## src/common/vc_alloc_pkg.sv

```systemverilog
// allocator sizes, packed bus types and the VC numbering helper, imported by RTL and testbench
package vc_alloc_pkg;

   // router geometry
   localparam int num_ports = 5;
   localparam int num_message_classes = 2;
   localparam int num_resource_classes = 2;
   localparam int num_vcs_per_class = 1;

   // four VCs per port with the sizes above
   localparam int num_vcs = num_message_classes * num_resource_classes * num_vcs_per_class;

   // VCs inside one message class
   localparam int num_class_vcs = num_resource_classes * num_vcs_per_class;

   typedef logic [num_ports-1:0] port_vec_t;
   typedef logic [num_vcs-1:0] vc_vec_t;
   typedef logic [num_resource_classes-1:0] rc_vec_t;
   typedef logic [num_class_vcs-1:0] class_vc_vec_t;

   // route of one input VC, seven bits
   typedef struct packed {
      port_vec_t port;
      rc_vec_t   rc;
   } vc_route_t;

   // input port, input VC, output port, class VC of the input VC's message class
   typedef logic [num_ports-1:0][num_vcs-1:0][num_ports-1:0][num_class_vcs-1:0] req_matrix_t;

   // VC number inside a port
   // message class is the slowest field, VC within class the fastest
   function automatic int vc_index(int mc, int rc, int cvc);
      return (mc * num_resource_classes + rc) * num_vcs_per_class + cvc;
   endfunction

endpackage

```

## src/vc_alloc/vc_req_expand.sv

```systemverilog
// fans each input VC request out to the output VCs of its route port, class and resource classes
module vc_req_expand (
   input  vc_alloc_pkg::vc_vec_t     req_ip_ivc [vc_alloc_pkg::num_ports],
   input  vc_alloc_pkg::vc_route_t   route_ip_ivc
                                        [vc_alloc_pkg::num_ports][vc_alloc_pkg::num_vcs],
   output vc_alloc_pkg::req_matrix_t req_out
);

   import vc_alloc_pkg::*;

   // the last resource class may only move on to itself
   localparam rc_vec_t last_rc_only = rc_vec_t'(1) << (num_resource_classes - 1);

   always_comb
   begin : expand
      int      ivc;
      int      ocv;
      rc_vec_t rc_ok;
      req_out = '0;
      for (int ip = 0; ip < num_ports; ip++)
         for (int mc = 0; mc < num_message_classes; mc++)
            for (int irc = 0; irc < num_resource_classes; irc++)
               for (int icvc = 0; icvc < num_vcs_per_class; icvc++)
               begin
                  ivc = vc_index(mc, irc, icvc);
                  if (irc == num_resource_classes - 1)
                     rc_ok = last_rc_only;
                  else
                     rc_ok = route_ip_ivc[ip][ivc].rc;
                  // output VCs are addressed inside the input VC's message class
                  for (int op = 0; op < num_ports; op++)
                     for (int orc = 0; orc < num_resource_classes; orc++)
                        for (int ocvc = 0; ocvc < num_vcs_per_class; ocvc++)
                        begin
                           ocv = orc * num_vcs_per_class + ocvc;
                           req_out[ip][ivc][op][ocv] = req_ip_ivc[ip][ivc] &
                                                       route_ip_ivc[ip][ivc].port[op] &
                                                       rc_ok[orc];
                        end
               end
   end

endmodule

```

## config.mk

```make
export PLATFORM = sky130hd
export DESIGN_NAME = vc_req_expand
export DESIGN_NICKNAME = d
export VERILOG_FILES = /design/src/common/vc_alloc_pkg.sv /design/src/vc_alloc/vc_req_expand.sv
export SDC_FILE = /design/constraint.sdc
export NUM_CORES = 1
export LEC_CHECK = 0
export BUFFER_PORTS_ARGS = -buffer_cell sky130_fd_sc_hd__buf_2
export CAP_MARGIN = 20
export CORE_AREA = 4 4 138 140
export DETAILED_ROUTE_END_ITERATION = 16
export DIE_AREA = 0 0 142 144
export PLACE_DENSITY_LB_ADDON = 0.12
export RECOVER_POWER = 100
export SETUP_SLACK_MARGIN = 0.05
export SYNTH_ARGS = -nofsm -noshare
export SYNTH_HDL_FRONTEND = slang
export SYNTH_SLANG_ARGS = --single-unit
```

## constraint.sdc

```tcl
create_clock -name vclk -period 0.8
set_input_delay 0.04 -clock vclk [all_inputs]
set_output_delay 0.04 -clock vclk [all_outputs]
set_load 0.005 [all_outputs]
```

-- Yosys cells after proc, flatten, opt, wreduce, memory -nomap -nowiden
Index checks and enable logic that the tools add are counted.
- flip-flop bits (word level): 0
- latch bits: 0
- memory bits (writable): 0
- bits in read-only memories: 0
- input bits: 160
- output and inout port bits: 200
- logic and storage cells: 200
- memories kept: 0
- $add $sub $neg: 0
- multiply operators: 0
- divide/modulo/power cells: 0
- $lt $le $gt $ge: 0
- equal/unequal tests: 0
- shifts and indexed selects: 0
- mux-type cells: 0
- bitwise gates (word level): 200
- reductions and logical operators: 0
- operators with widths (operator ; count):
    $and A1 B1 Y1 ; 200

-- Depth between registers and ports, before layout
- depth in word-level cells: 2
- depth in mapped cells: 1
- depth with buffers taken out: 1

-- Least setup slack after synthesis
OpenSTA, ideal clock, no wires.
- kind: input to output
- start point: input route_ip_ivc[135] in the netlist's numbering
- end point: output req_out[0] in the netlist's numbering
- data arrival time: 0.207 ns
- data required time: 0.760 ns
- setup slack: 0.553 ns
- cell stages on the path: 1
- buffers on the path: 0
- path through: and3_1
- word-level cells in the longest chain between the ends: 2
- ends and longest elaborated chain (element ; line ; RTL):
    start, declared ; vc_req_expand.sv:4 ; input vc_alloc_pkg::vc_route_t route_ip_ivc
    $and A1 B1 Y1 ; vc_req_expand.sv:36 ; req_out[ip][ivc][op][ocv] = req_ip_ivc[ip][ivc] &
    $and A1 B1 Y1 ; vc_req_expand.sv:37 ; route_ip_ivc[ip][ivc].port[op] &
    end, declared ; vc_req_expand.sv:6 ; output vc_alloc_pkg::req_matrix_t req_out
No other way between the ends.

==> results.md <==
- Outcome: completed
- Post-Route WL: 7.90 mm
- Hold Path Cell Cnt: 3
- Final ANT Viol Nets: 0
- Clock Power Share: 0%
- Final hold slack: roughly 0.35 ns
- Core Rows: 49
- Sequential share of the synthesized area: 0%
- Required time of the critical path: 0.76 ns
- Placed cell count: between 700 and 800
- CP startpoint: req_ip_ivc[8]
- TNS Setup: 0 ns
- Die height: 144 µm
- DRT iter0 DRCs: 49
- Area of the multi-input gates: 1130 µm²
- Largest net degree at the start of global routing: 11
- CTS Hold Bufs: 0
- First-pass GRT wire length: 10.6 mm
- Yosys warns: 0
- Slew Limit Fails: 0
- Hold wc startpoint: route_ip_ivc[58]
- GRT Total Usage: 6.04%
- Final hold vios: 0
- Dpl cell area: 2860 µm²
- Initial antenna violation count: 0
- Post-synthesis cell count: 201
- Antenna diode count: 0
- Unique cell type count in the Yosys netlist: 4
- Finished Cell Area: around 2700 µm²
- Fin crit period: 0.622 ns
- Sw Pwr: 516 µW
- # setup viols final: 0
- Fin util: 15.4%
- Switching part of the total: 48.3%
- Post-CTS sizing: 0
- VDD IR-drop max: 0.000109 V
- Starting Density: 7.38%
- Drc violations: 0
- IO buf count: 290
- Wire length per cell: between 10 and 15 µm
- Hold EP: req_out[111]
- Leakage: about 0.0018 µW
- Fillers: 2,135
- Max Cap Viol: 0
- Register area: 0 µm²
- GP Congestion: 0.742
- RSZ-0062 raised after global routing: no
- Die Wd: 142 µm
- Most frequent cells in the layout: 191 x buf_2, 100 x and3_1, 97 x clkbuf_1
- Commonest non-fill, non-tap cell in the layout: buf_2
- Vias/cell: 3.34
- Vias: 2,398
- Fmax: between 1500 and 2000 MHz
- Crit Path Class: in -> out
- # clk buffers: 0
- Vias in the first global route: 2,176
- Min-Delay Path Class: in -> out
- Worst Path Arrival: approximately 0.58 ns
- PD cells: between 300 and 400 nW/µm²
- Tcrit/Tclk final: 77.7%
- Detailed Place HPWL: about 7.5 mm
- Crit start category: input port
- Total grt overflow: 0
- Avg Cell Area, Syn: between 6 and 7 µm²
- Internal power: 551 µW
- Die area: between 20,000 and 25,000 µm²
- Worst-path fanout max: 10
- Layout cell share with drive strength beyond 1: 39.2%
- Boundary Pins: 360
- Synthesized area: about 1300 µm²
- Number of detailed-route iterations in the first pass: 4
- Final net count: approximately 650
- Flop pwr share: 0%
- Num sequential: 0
- Postcts setup bufs: 0
- Core Area: 17,800 µm²
- Fin cells: 719
- Crit. End Element: output port
- Combinational share of power: 100.0%
- P&R area growth vs syn: 108%
==> kinds of logic (layout without fill, tap and decap cells) <==
family | Yosys count | in the layout | share of synthesized area [%]
buf+inv | 50 | 290 | 28.5
simple gates | 150 | 150 | 71.2
other cells | 1 | 50 | 0.285
==> layer usage <==
| layer | part of all wire (%) | GRT usage (%) | wire length (µm) | vias to the layer above |
|---|---|---|---|---|
| met5 | 0 | 0 | 0 | - |
| met1 | 30 | 5.70 | 2340 | 1031 |
| met4 | 0.39 | 0.152 | 31 | 0 |
| met2 | 60 | 14.0 | 4730 | 181 |
| li1 | - | - | - | 1182 |
| met3 | 10 | 0.761 | 794 | 4 |
==> worst max-delay path by stage <==
stage                         to  slack (ns)  depth (start not counted)
floorplan             req_out[0]        0.55                          1
global placement    req_out[141]        0.22                          3
detailed placement  req_out[140]        0.21                          3
CTS                 req_out[140]        0.21                          3
global route         req_out[88]         0.1                          3
finish               req_out[88]        0.18                          3
==> cell type report <==
type               count  area share [%]
well taps            229            10.5
repair buffers       290            48.5
multi-input cells    200            41.1
==> critical path, cell delays in order <==
cell      delay (ns)
clkbuf_1        0.22
and3_1          0.20
clkbuf_1        0.12
==> power groups by stage <==
| stage | logic [µW] | clock network, µW | registers (µW) |
|---|---|---|---|
| floorplan | 523 | 0 | 0 |
| global placement | 1130 | 0 | 0 |
| detailed placement | 1130 | 0 | 0 |
| CTS | 1130 | 0 | 0 |
| global route | 1210 | 0 | 0 |
| finish | 1070 | 0 | 0 |
==> metrics by stage <==
step / worst slack [ns] / total power [µW]
2_1_floorplan: 0.553 / 523
3_3_place_gp: 0.216 / 1130
3_5_place_dp: 0.212 / 1130
4_1_cts: 0.212 / 1130
5_1_grt: 0.0960 / 1210
6_report: 0.178 / 1070
==> synth_stat cells <==
cell type  instances  area, µm²
and2_1            50        313
and3_1           100        626
buf_4             50        375
conb_1             1       3.75
Power figures use the tool's default switching activity.
